## src/design/isaPkg.sv

```systemverilog
////////////////////////////////////////////////////////////////////////////
// instruction set definitions for the 16-bit, eight-register core
// word, opcode and register index types, field positions, opcode groups
// and the NOP word used as a pipeline bubble
////////////////////////////////////////////////////////////////////////////
package isaPkg;

    // raw instruction word as fetched
    typedef logic [15:0] instr_t;
    // top five bits select the opcode group
    typedef logic [4:0] opcode_t;
    // one of eight architectural registers
    typedef logic [2:0] regIdx_t;

    // field positions inside instr_t
    localparam int OP_LSB = 11;
    // rs sits in bits 10:8
    localparam int RS_LSB = 8;
    // second operand (rt or rd) sits in bits 7:5
    localparam int RT_LSB = 5;

    // memory stores
    localparam opcode_t OP_ST = 5'b10000;
    localparam opcode_t OP_STU = 5'b10011;
    // two-register ALU groups
    localparam opcode_t OP_ARITH = 5'b11011;
    localparam opcode_t OP_BIT = 5'b11010;
    // load byte immediate, writes rs only
    localparam opcode_t OP_LBI = 5'b11000;

    // system group
    localparam opcode_t OP_HALT = 5'b00000;
    localparam opcode_t OP_NOP = 5'b00001;
    localparam opcode_t OP_SIIC = 5'b00010;
    localparam opcode_t OP_RTI = 5'b00011;

    // set-on-compare, low two bits pick the compare
    localparam logic [2:0] OP_SET = 3'b111;
    // conditional branches on rs
    localparam logic [2:0] OP_BRANCH = 3'b011;
    // JR / JALR, target from rs
    localparam opcode_t OP_JREG = 5'b001?1;
    // J / JAL, pc-relative displacement only
    localparam opcode_t OP_JDISP = 5'b001?0;

    // bubble word, NOP opcode with all other fields clear
    localparam instr_t NOP_INSTR = {OP_NOP, 11'b0};

endpackage
```

## src/design/pipePkg.sv

```systemverilog
////////////////////////////////////////////////////////////////////////////
// pipeline bookkeeping types shared by the hazard logic
// writeback source codes, per-stage writer record, forwarding control word
////////////////////////////////////////////////////////////////////////////
package pipePkg;

    // which datapath result a stage will write back
    typedef logic [1:0] wbSel_t;

    // shifted-and-loaded immediate
    localparam wbSel_t WB_SLBI = 2'b00;
    // data memory read, only ready after M
    localparam wbSel_t WB_MEM = 2'b01;
    // ALU result
    localparam wbSel_t WB_ALU = 2'b10;
    // 8-bit immediate
    localparam wbSel_t WB_IMM = 2'b11;

    // what one downstream stage is going to do to the register file
    typedef struct packed {
        // stage will write a register
        logic regWrt;
        // destination of that write
        isaPkg::regIdx_t wrtReg;
        // source of the value being written
        wbSel_t wbDataSel;
        // stage holds a branch or jump still resolving
        logic branchInst;
    } stageInfo_t;

    // per-operand forwarding select, as the execute mux expects it
    // enable is the MSB, source the two LSBs
    typedef struct packed {
        // take the operand from the bypass network
        logic enable;
        // 0 picks the D writer (ex-to-ex)
        // 1 picks the X writer (mem-to-ex)
        logic fromMem;
        // result type carried by the chosen writer
        wbSel_t source;
    } fwdCtrl_t;

endpackage

```

## src/design/hazardUnit.sv

```systemverilog
////////////////////////////////////////////////////////////////////////////
// hazardUnit: pipeline hazard unit top level
// opcode decode, rs and second-operand checkers, issue gate
////////////////////////////////////////////////////////////////////////////
`timescale 1ns/1ps

module hazardUnit (
    input  logic                clk,
    input  logic                rstN,
    input  isaPkg::instr_t      fetchInst,
    input  pipePkg::stageInfo_t stageD,
    input  pipePkg::stageInfo_t stageX,
    input  pipePkg::stageInfo_t stageM,
    input  pipePkg::stageInfo_t stageW,
    output isaPkg::instr_t      nextInst,
    output logic                pcNop,
    output pipePkg::fwdCtrl_t   fwdA,
    output pipePkg::fwdCtrl_t   fwdB
);

    logic readsRs;
    logic readsRt;
    logic stallExempt;
    logic stallA;
    logic stallB;

    // which fields this opcode really reads
    operandDecode uDecode (
        .opcode      (fetchInst[isaPkg::OP_LSB +: $bits(isaPkg::opcode_t)]),
        .readsRs     (readsRs),
        .readsRt     (readsRt),
        .stallExempt (stallExempt)
    );

    // operand A, rs field
    operandHazard uHazA (
        .srcReg (fetchInst[isaPkg::RS_LSB +: $bits(isaPkg::regIdx_t)]),
        .reads  (readsRs),
        .stageD (stageD),
        .stageX (stageX),
        .stageM (stageM),
        .stall  (stallA),
        .fwd    (fwdA)
    );

    // operand B, rt or rd field
    operandHazard uHazB (
        .srcReg (fetchInst[isaPkg::RT_LSB +: $bits(isaPkg::regIdx_t)]),
        .reads  (readsRt),
        .stageD (stageD),
        .stageX (stageX),
        .stageM (stageM),
        .stall  (stallB),
        .fwd    (fwdB)
    );

    // W only contributes its branch flag
    issueGate uGate (
        .clk         (clk),
        .rstN        (rstN),
        .instr       (fetchInst),
        .stallA      (stallA),
        .stallB      (stallB),
        .stallExempt (stallExempt),
        .branchBusy  ({stageD.branchInst, stageX.branchInst,
                       stageM.branchInst, stageW.branchInst}),
        .pcNop       (pcNop),
        .nextInst    (nextInst)
    );

endmodule

```

## src/design/issueGate.sv

```systemverilog
////////////////////////////////////////////////////////////////////////////
// final stall decision toward PC / fetch
// folds operand stalls with in-flight branches and picks instr or NOP
////////////////////////////////////////////////////////////////////////////
`timescale 1ns/1ps

module issueGate (
    input  logic           clk,
    input  logic           rstN,
    input  isaPkg::instr_t instr,
    input  logic           stallA,
    input  logic           stallB,
    input  logic           stallExempt,
    input  logic [3:0]     branchBusy,
    output logic           pcNop,
    output isaPkg::instr_t nextInst
);

    logic dataStall;
    logic ctrlStall;

    // RAW on either operand
    assign dataStall = stallA || stallB;
    // branch bits ordered D, X, M, W
    assign ctrlStall = |branchBusy;

    // SIIC / RTI always issue
    assign pcNop = !stallExempt && (dataStall || ctrlStall);

    // bubble while held or while the core is in reset
    assign nextInst = (pcNop || !rstN) ? isaPkg::NOP_INSTR : instr;

    // exempt opcodes mask the operand stalls here
    // so an operand stall on one of them would be a lost hazard
    exemptNoStall: assert property (
        @(posedge clk) stallExempt |-> !(stallA || stallB)
    ) else $error("operand stall %b%b on a stall-exempt opcode", stallA, stallB);

endmodule

```

## src/design/operandHazard.sv

```systemverilog
////////////////////////////////////////////////////////////////////////////
// RAW check for one source register
// load-use / M-stage stall and youngest-writer forwarding select
////////////////////////////////////////////////////////////////////////////
`timescale 1ns/1ps

module operandHazard (
    input  isaPkg::regIdx_t    srcReg,
    input  logic               reads,
    input  pipePkg::stageInfo_t stageD,
    input  pipePkg::stageInfo_t stageX,
    input  pipePkg::stageInfo_t stageM,
    output logic               stall,
    output pipePkg::fwdCtrl_t  fwd
);

    logic matchD;
    logic matchX;
    logic matchM;
    logic loadUse;

    // writer hits gated by the operand read flag
    assign matchD = reads && stageD.regWrt && (stageD.wrtReg == srcReg);
    assign matchX = reads && stageX.regWrt && (stageX.wrtReg == srcReg);
    assign matchM = reads && stageM.regWrt && (stageM.wrtReg == srcReg);

    // load one stage ahead has no data in time to bypass
    assign loadUse = matchD && (stageD.wbDataSel == pipePkg::WB_MEM);

    // M writer has no bypass path and W writes through the regfile
    assign stall = matchM || loadUse;

    always_comb begin
        fwd = '0;
        if ((matchD || matchX) && !loadUse) begin
            fwd.enable = 1'b1;
            // youngest writer wins so D shadows X
            fwd.fromMem = !matchD;
            if (matchD) begin
                fwd.source = stageD.wbDataSel;
            end else begin
                fwd.source = stageX.wbDataSel;
            end
        end
    end

endmodule

```

## src/design/operandDecode.sv

```systemverilog
////////////////////////////////////////////////////////////////////////////
// opcode to source-operand usage
// flags rs / second-operand reads and the stall-exempt system opcodes
////////////////////////////////////////////////////////////////////////////
`timescale 1ns/1ps

module operandDecode (
    input  isaPkg::opcode_t opcode,
    output logic            readsRs,
    output logic            readsRt,
    output logic            stallExempt
);

    always_comb begin
        // most groups read rs and nothing else
        readsRs = 1'b1;
        readsRt = 1'b0;
        stallExempt = 1'b0;
        case (opcode) inside
            // trap entry and return must never be held
            isaPkg::OP_SIIC, isaPkg::OP_RTI: begin
                readsRs = 1'b0;
                stallExempt = 1'b1;
            end
            // stores read the data register too
            isaPkg::OP_ST, isaPkg::OP_STU,
            isaPkg::OP_ARITH, isaPkg::OP_BIT,
            {isaPkg::OP_SET, 2'b??}: begin
                readsRt = 1'b1;
            end
            // no register sources at all
            isaPkg::OP_LBI, isaPkg::OP_HALT, isaPkg::OP_NOP,
            isaPkg::OP_JDISP: begin
                readsRs = 1'b0;
            end
            // condition or target taken from rs
            {isaPkg::OP_BRANCH, 2'b??}, isaPkg::OP_JREG: begin
                readsRs = 1'b1;
            end
            // immediate ALU ops and loads read rs only
            default: begin
                readsRs = 1'b1;
            end
        endcase
    end

endmodule

```

## config.mk

```make
export PLATFORM = sky130hd
export DESIGN_NAME = hazardUnit
export DESIGN_NICKNAME = d
export VERILOG_FILES = /design/src/design/isaPkg.sv /design/src/design/pipePkg.sv /design/src/design/hazardUnit.sv /design/src/design/issueGate.sv /design/src/design/operandHazard.sv /design/src/design/operandDecode.sv
export SDC_FILE = /design/constraint.sdc
export NUM_CORES = 1
export LEC_CHECK = 0
export ABC_AREA = 1
export BUFFER_PORTS_ARGS = -buffer_cell sky130_fd_sc_hd__clkbuf_2
export CORE_MARGIN = 1
export CORE_UTILIZATION = 33
export DETAILED_ROUTE_END_ITERATION = 10
export GPL_TIMING_DRIVEN = 1
export PLACE_DENSITY = 0.87
export SLEW_MARGIN = 15
export SYNTH_ARGS = -nofsm -noshare
export SYNTH_HDL_FRONTEND = slang
export SYNTH_SLANG_ARGS = --single-unit
```

## constraint.sdc

```tcl
create_clock -name vclk -period 1.16
set_clock_uncertainty 0.2 [all_clocks]
set_input_delay 0.058 -clock vclk [all_inputs]
set_output_delay 0.058 -clock vclk [all_outputs]
set_load 0.02 [all_outputs]
```

==> results of run 1 <==
==> kinds of logic after synthesis <==
logic type / count (synthesis) / share of synthesized area [%]
AO/OA/AOI/OAI: 9 / 7.24
XOR/XNOR: 6 / 8.00
buffers and inverters: 33 / 20.6
multiplexers: 1 / 1.52
AND/OR/NAND/NOR: 96 / 62.7
==> cells in the mapped netlist <==
master and number:
a21oi_1 5, buf_8 1, inv_1 31, inv_2 1
mux2i_1 1, nand2_1 45, nand2_2 2, nand2_4 1
nand3_1 4, nand3_2 1, nand4_1 6, nor2_1 30
nor2_2 2, nor3_1 4, nor4_1 1, o211ai_1 1
o21ai_0 3, xnor2_1 3, xor2_1 3
==> through the flow <==
step                instances  setup slack [ns]  instance area [µm²]  setup TNS, ns
global placement          262            -0.450                 1380         -10.06
detailed placement        262            -0.497                 1380         -10.92
floorplan                 145            -0.183                  802          -3.12
==> run summary, run 1 <==
======================================================================
# rows                                                              15
Run Error                                                 [ERROR DPL-0033] detailed placement checks failed during check placement.
Starting Density                                                 36.5%
Synth top area cells                                      nand2_1, inv_1, nor2_1
Area fraction of the dominant cell type after synthesis          25.7%
Mapped cell area                                               657 µm²
Average footprint of a synthesized cell                       4.53 µm²
Post-detail-place hpwl                                         2.16 mm
Share of the yosys chip area belonging to registers                 0%
Count of unique library cells instantiated by Yosys                 19
Synthesized Nets                                                   191
Routability Congestion                                           0.850
Die height                                                     46.6 µm
Count of hold-fix buffers inserted at cts                            0
Number of resized instances in the post-cts repair step             86
Result of the run                                         did not finish
Syn Inst Count                                                     145
Port Buffers                                                        62
Stage at which the flow ended                                  4_1_cts
Cell taking the most area after synthesis                      nand2_1
YS warnings                                                          0
Chip width                                                     46.6 µm
Post-CTS Repair Setup Buffers                                        7
Top Ports                                                           71
======================================================================
==> inputs of run 2 (changes only) <==
- CORE_AREA: default -> 2 2 63 65
- CORE_MARGIN: 1 -> default
- CORE_UTILIZATION: 33 -> default
- DIE_AREA: default -> 0 0 65 67
- PLACE_DENSITY: 0.87 -> default
- PLACE_DENSITY_LB_ADDON: default -> 0.15
- clock period: 1.16 -> 1.5 ns (I/O delays scaled with it)
==> run 2 against run 1 <==
The flow now finishes, with violations (negative setup slack); synthesized cell count unchanged; area after synthesis unchanged.
==> run summary, run 2 <==
=====================================================================================
Total global routing track utilization                                          10.9%
Most frequent standard cell in the layout excluding fill and tap cells          buf_4
First drt pass iteration count                                                      4
Final worst setup slack                                                     -0.115 ns
Post-layout total power                                                        424 µW
Number of global-route vias before repair                                         967
Share of cells above drive strength 1                                           64.5%
Count of nets after finishing                                                     290
Max-slew violation total from the final report                                      0
Period utilisation layout                                                        108%
Die Footprint                                                                4360 µm²
Mapped cell area                                                              657 µm²   unchanged
DP Cell Count                                                                     285   +8.8%
First-pass GRT wire length                                                    3.97 mm
Final min period                                                              1.61 ns
Routability Congestion                                                          0.864   +1.7%
Most frequent cells in the layout                                        buf_4, nand2_1, clkbuf_2
Instance area after placement                                                1250 µm²   -9.7%
Global routing usage on met1                                                    16.4%
Via total after detailed routing                                                 1168
Count of unique library cells instantiated by Yosys                                19   unchanged
Top Ports                                                                          71   unchanged
Most frequent cell after synthesis                                            nand2_1
Number of hold violations in the final report                                       0
Post-detailed-route wirelength per cell                                       9.82 µm
Data arrival, critical path                                                   1.34 ns
Maximum number of pins on one net before global-route repair                       16
Max Clock Freq                                                                619 MHz
List of most frequent post-synthesis cells                               nand2_1, inv_1, nor2_1
Syn Inst Count                                                                    145   unchanged
Required time of the critical path                                            1.22 ns
Die height                                                                      67 µm   +44%
Chip width                                                                      65 µm   +39%
Fin Setup TNS                                                                -1.32 ns
Synth top area cells                                                     nand2_1, inv_1, nor2_1
Met3 usage                                                                     0.338%
YS warnings                                                                         0   unchanged
Synthesized Nets                                                                  191   unchanged
Post-detail-place hpwl                                                        2.18 mm   +0.77%
# rows                                                                             22   +7
Port Buffers                                                                       62   unchanged
GRT busiest layer                                                                met2
Crit end category                                                         output port
Detail Route Antenna Nets                                                           0
Power density normalized to cell area                                      242 nW/µm²
Path type of the worst min-delay path                                    input pin to output port
Seq cells                                                                           0
Result of the run                                                        complete, but fails checks
Actual slew at the worst max-slew pin                                        0.357 ns
Violations in the final reports                                          negative setup slack
Sequential cell area                                                            0 µm²
Peak supply drop                                                             0.122 mV
Total global routing overflow                                                       0
Reported leakage power                                                    0.000944 µW
Met2 Usage GRT                                                                  18.2%
Classification of the worst setup path                                   input pin to output port
Final Instance Area                                                          1750 µm²
Starting Density                                                                18.2%   -18 points
Post-detailed-route via-to-cell ratio                                            4.03
Unrepaired setup endpoints after global routing                                  true
Area fraction of the dominant cell type after synthesis                         25.7%   unchanged
Worst slew margin relative to its limit                                         76.0%
Share of the yosys chip area belonging to registers                                0%   unchanged
Final routed DRC violation total                                                    0
Critical path peak fanout                                                           8
Antenna violations before repair                                                    0
Hold Worst Slack                                                             0.253 ns
Total inserted antenna cells                                                        0
Count of routing violations after the opening detailed-route iteration             16
Number of cells in the finished layout apart from fillers                         290
Critical path launch point type                                             input pin
Floorplan core area                                                          3610 µm²
Final wirelength                                                              2.85 mm
Setup-failing EPs final                                                            17
Cell taking the most area after synthesis                                     nand2_1
Area growth syn-to-layout                                                        167%
Average footprint of a synthesized cell                                      4.53 µm²   unchanged
Max_cap viols                                                                       0
# clk buffers                                                                       0
=====================================================================================
## run 2: cell counts after synthesis
Identical to the previous run, type by type.
## run 2: logic make-up (layout without fill, tap and decap cells)
family,Yosys count,after routing,synth area share [%]
AO/OA/AOI/OAI,9,9,7.24
XOR/XNOR,6,6,8.00
buffers and inverters,33,129,20.6
multiplexers,1,1,1.52
AND/OR/NAND/NOR,96,97,62.7
## run 2: per-layer routing
layer	wire length, µm	vias up
li1	-	637
met1	1300	494
met2	1380	37
met3	165	0
met4	0	0
met5	0	-
## run 2: final timing paths
path           end  cells past startpoint  slack (ns)           from
min    nextInst[1]                      4        0.25   fetchInst[1]
max   nextInst[15]                     15       -0.11  fetchInst[15]
## run 2: worst max-delay path, stage by stage
cell and delay [ns]:
buf_12 0.11, clkinv_8 0.05, nand2_2 0.03, nand2_1 0.04
nand2_1 0.05, nand2_1 0.06, nand2_2 0.07, nand3_2 0.07
nand2_2 0.05, nor2_2 0.12, nand2_2 0.07, nand2_4 0.13
nand2_8 0.12, nor2_4 0.15, buf_6 0.12
## run 2: power by group
| part | internal (µW) | switching, µW |
|---|---|---|
| clock | 0 | 0 |
| sequential | 0 | 0 |
| combinational | 206 | 218 |
## run 2: metrics by stage
stage / utilization, % / setup slack (ns)
after floorplan: - / 0.00698
after global placement: 34.6 / -0.124
after detailed placement: 34.6 / -0.132
after CTS: 37.0 / -0.122
after global routing: 48.6 / -0.248
final: 48.6 / -0.115
## run 2: final cells by class
| type | count | area, µm² |
|---|---|---|
| inverter | 32 | 140 |
| fill | 374 | 1850 |
| timing repair buffer | 97 | 777 |
| tap | 48 | 60.1 |
| multi-input combinational | 113 | 774 |
## run 2: timing repair
| action | 4_1_cts | 5_1_grt |
|---|---|---|
| resized for setup | 26 | 150 |
| hold buffers | 0 | 0 |
| pin swaps | 4 | 19 |
| gates cloned | 0 | 1 |
| endpoints found under the setup margin | 22 | 25 |
| endpoints found under the hold margin | 0 | 0 |
| setup buffers | 0 | 5 |
Power figures use the tool's default switching activity.
==> inputs of run 3 (changes only) <==
- MAX_ROUTING_LAYER: default -> met4
- clock period: 1.5 -> 1.7 ns (I/O delays scaled with it)
==> run 3 against run 2 <==
The flow now finishes without violations; worst hold slack better by 0.0029 ns; sequential share of layout area is the same; clock-buffer cell count unchanged; first-iteration DRC count is 94% higher; largest power group unchanged.
==> run summary, run 3 (synthesized netlist as in run 2, its figures left out) <==
=====================================================================================
Top Ports                                                                          71   unchanged
Routability Congestion                                                          0.800   -7.5%
Worst path buffer plus inverter count                                               3   unchanged
Final wirelength                                                              2.53 mm   -11%
Setup-failing EPs final                                                             0   -17
Max_cap viols                                                                       0   unchanged
Post-detailed-route via-to-cell ratio                                            4.14   +2.8%
Max Clock Freq                                                                608 MHz
Share of cells above drive strength 1                                           53.0%   -11 points
Post-route core utilization                                                     37.6%   -11 points
Wire length on met1                                                           1.18 mm   -9.7%
Final routed DRC violation total                                                    0   unchanged
Worst setup timing slack at the placement stage                             0.0258 ns   +0.158 ns
Count of routing violations after the opening detailed-route iteration             31   +15
Ordered cell list for the critical path                                  clkbuf_2 -> inv_1 -> nand2_1 -> nand2_1 -> nand2_2 -> nor2_2 -> nand3_2 -> nand2_1 -> nor2_1 -> nand2_1 -> nand2_4 -> nand2_8 -> nor2_1 -> buf_4
Post-detailed-route wirelength per cell                                       9.54 µm   -2.9%
Crit end category                                                         output port
# clk buffers                                                                       0   unchanged
Data arrival, critical path                                                   1.36 ns   +0.02 ns
Count of nets after finishing                                                     265   -8.6%
Most frequent cells in the layout                                        nand2_1, clkbuf_2, inv_1
Classification of the worst setup path                                   input pin to output port
Family with the most delay on the worst path                             simple AND/OR/NAND/NOR gates
Final worst setup slack                                                     0.0547 ns   +0.169 ns
Floorplan core area                                                          3610 µm²   unchanged
Peak supply drop                                                            0.0790 mV   -35%
Detailed route wirelength on metal2                                           1.21 mm   -13%
Antenna violations before repair                                                    0   unchanged
Reported leakage power                                                    0.000775 µW   -18%
Result of the run                                                        finished clean
Count of hold-fix buffers inserted at cts                                           0   unchanged
Via total after detailed routing                                                 1097   -6.1%
Worst slew margin relative to its limit                                         82.6%   +6.6 points
Max-slew violation total from the final report                                      0   unchanged
Most prevalent standard cell on the critical path                             nand2_1
Critical-path cell with the highest stage delay                                nor2_2
Power density normalized to cell area                                      209 nW/µm²   -13%
Port Buffers                                                                       62   unchanged
First-pass GRT wire length                                                    3.75 mm   -5.4%
Die height                                                                      67 µm   unchanged
Post-detail-place hpwl                                                        2.06 mm   -5.6%
Detail Route met3 WL                                                           144 µm   -13%
Total inserted antenna cells                                                        0   unchanged
Area growth syn-to-layout                                                        106%
Actual slew at the worst max-slew pin                                        0.259 ns   -0.0974 ns
Sequential cell area                                                            0 µm²   unchanged
# rows                                                                             22   unchanged
Top Layer Used                                                                   met3
Die Footprint                                                                4360 µm²   unchanged
Chip width                                                                      65 µm   unchanged
Number of hold violations in the final report                                       0   unchanged
Final min period                                                              1.65 ns
Unrepaired setup endpoints after global routing                                  true
Critical path peak fanout                                                           8   unchanged
Detail Route Antenna Nets                                                           0   unchanged
Number of global-route vias before repair                                         923   -4.6%
Starting Density                                                                18.2%   unchanged
First drt pass iteration count                                                      4   unchanged
Fin Setup TNS                                                                    0 ns   +1.32 ns
Critical path launch point type                                             input pin
Total global routing track utilization                                          10.6%   -0.33 points
Required time of the critical path                                            1.41 ns   +0.19 ns
Path type of the worst min-delay path                                    input pin to output port
Total global routing overflow                                                       0   unchanged
Period utilisation layout                                                       96.8%
Seq cells                                                                           0   unchanged
Slowest cell delay on critical path                                           0.15 ns   about the same
Maximum number of pins on one net before global-route repair                       16   unchanged
=====================================================================================
run 3: area by class of cell:
type / count / area (µm²)
fillers: 426 / 2250
multi-input cells: 113 / 647
inverters: 32 / 125
well taps: 48 / 60.1
repair buffers: 72 / 523
run 3: what timing repair did:
| item | CTS | global route |
|---|---|---|
| setup endpoints to repair | 0 | 22 |
| gates resized for setup | 0 | 114 |
| setup buffers | 0 | 2 |
run 3: final timing paths:
path / endpoint / depth (start not counted) / slack [ns] / startpoint
max: nextInst[15] / 14 / 0.05 / fetchInst[7]
min: nextInst[4] / 4 / 0.26 / fetchInst[4]
run 3: power by group:
part,internal [µW],switching (µW)
Clock,0,0
Combinational,125,158
Sequential,0,0
run 3: through the flow:
step	hold WS (ns)	instance area, µm²	std cells	total power [µW]
after global routing	0.273	1360	265	316
after CTS	0.264	1070	262	228
final	0.256	1360	265	284
after detailed placement	0.263	1070	262	227
after global placement	0.261	1070	262	228
after floorplan	0.0757	657	145	120
run 3: routing by layer:
layer / GRT usage, % / vias up
li1: - / 583
met1: 14.0 / 475
met2: 19.3 / 39
met3: 0 / 0
met4: 0 / 0
met5: - / -
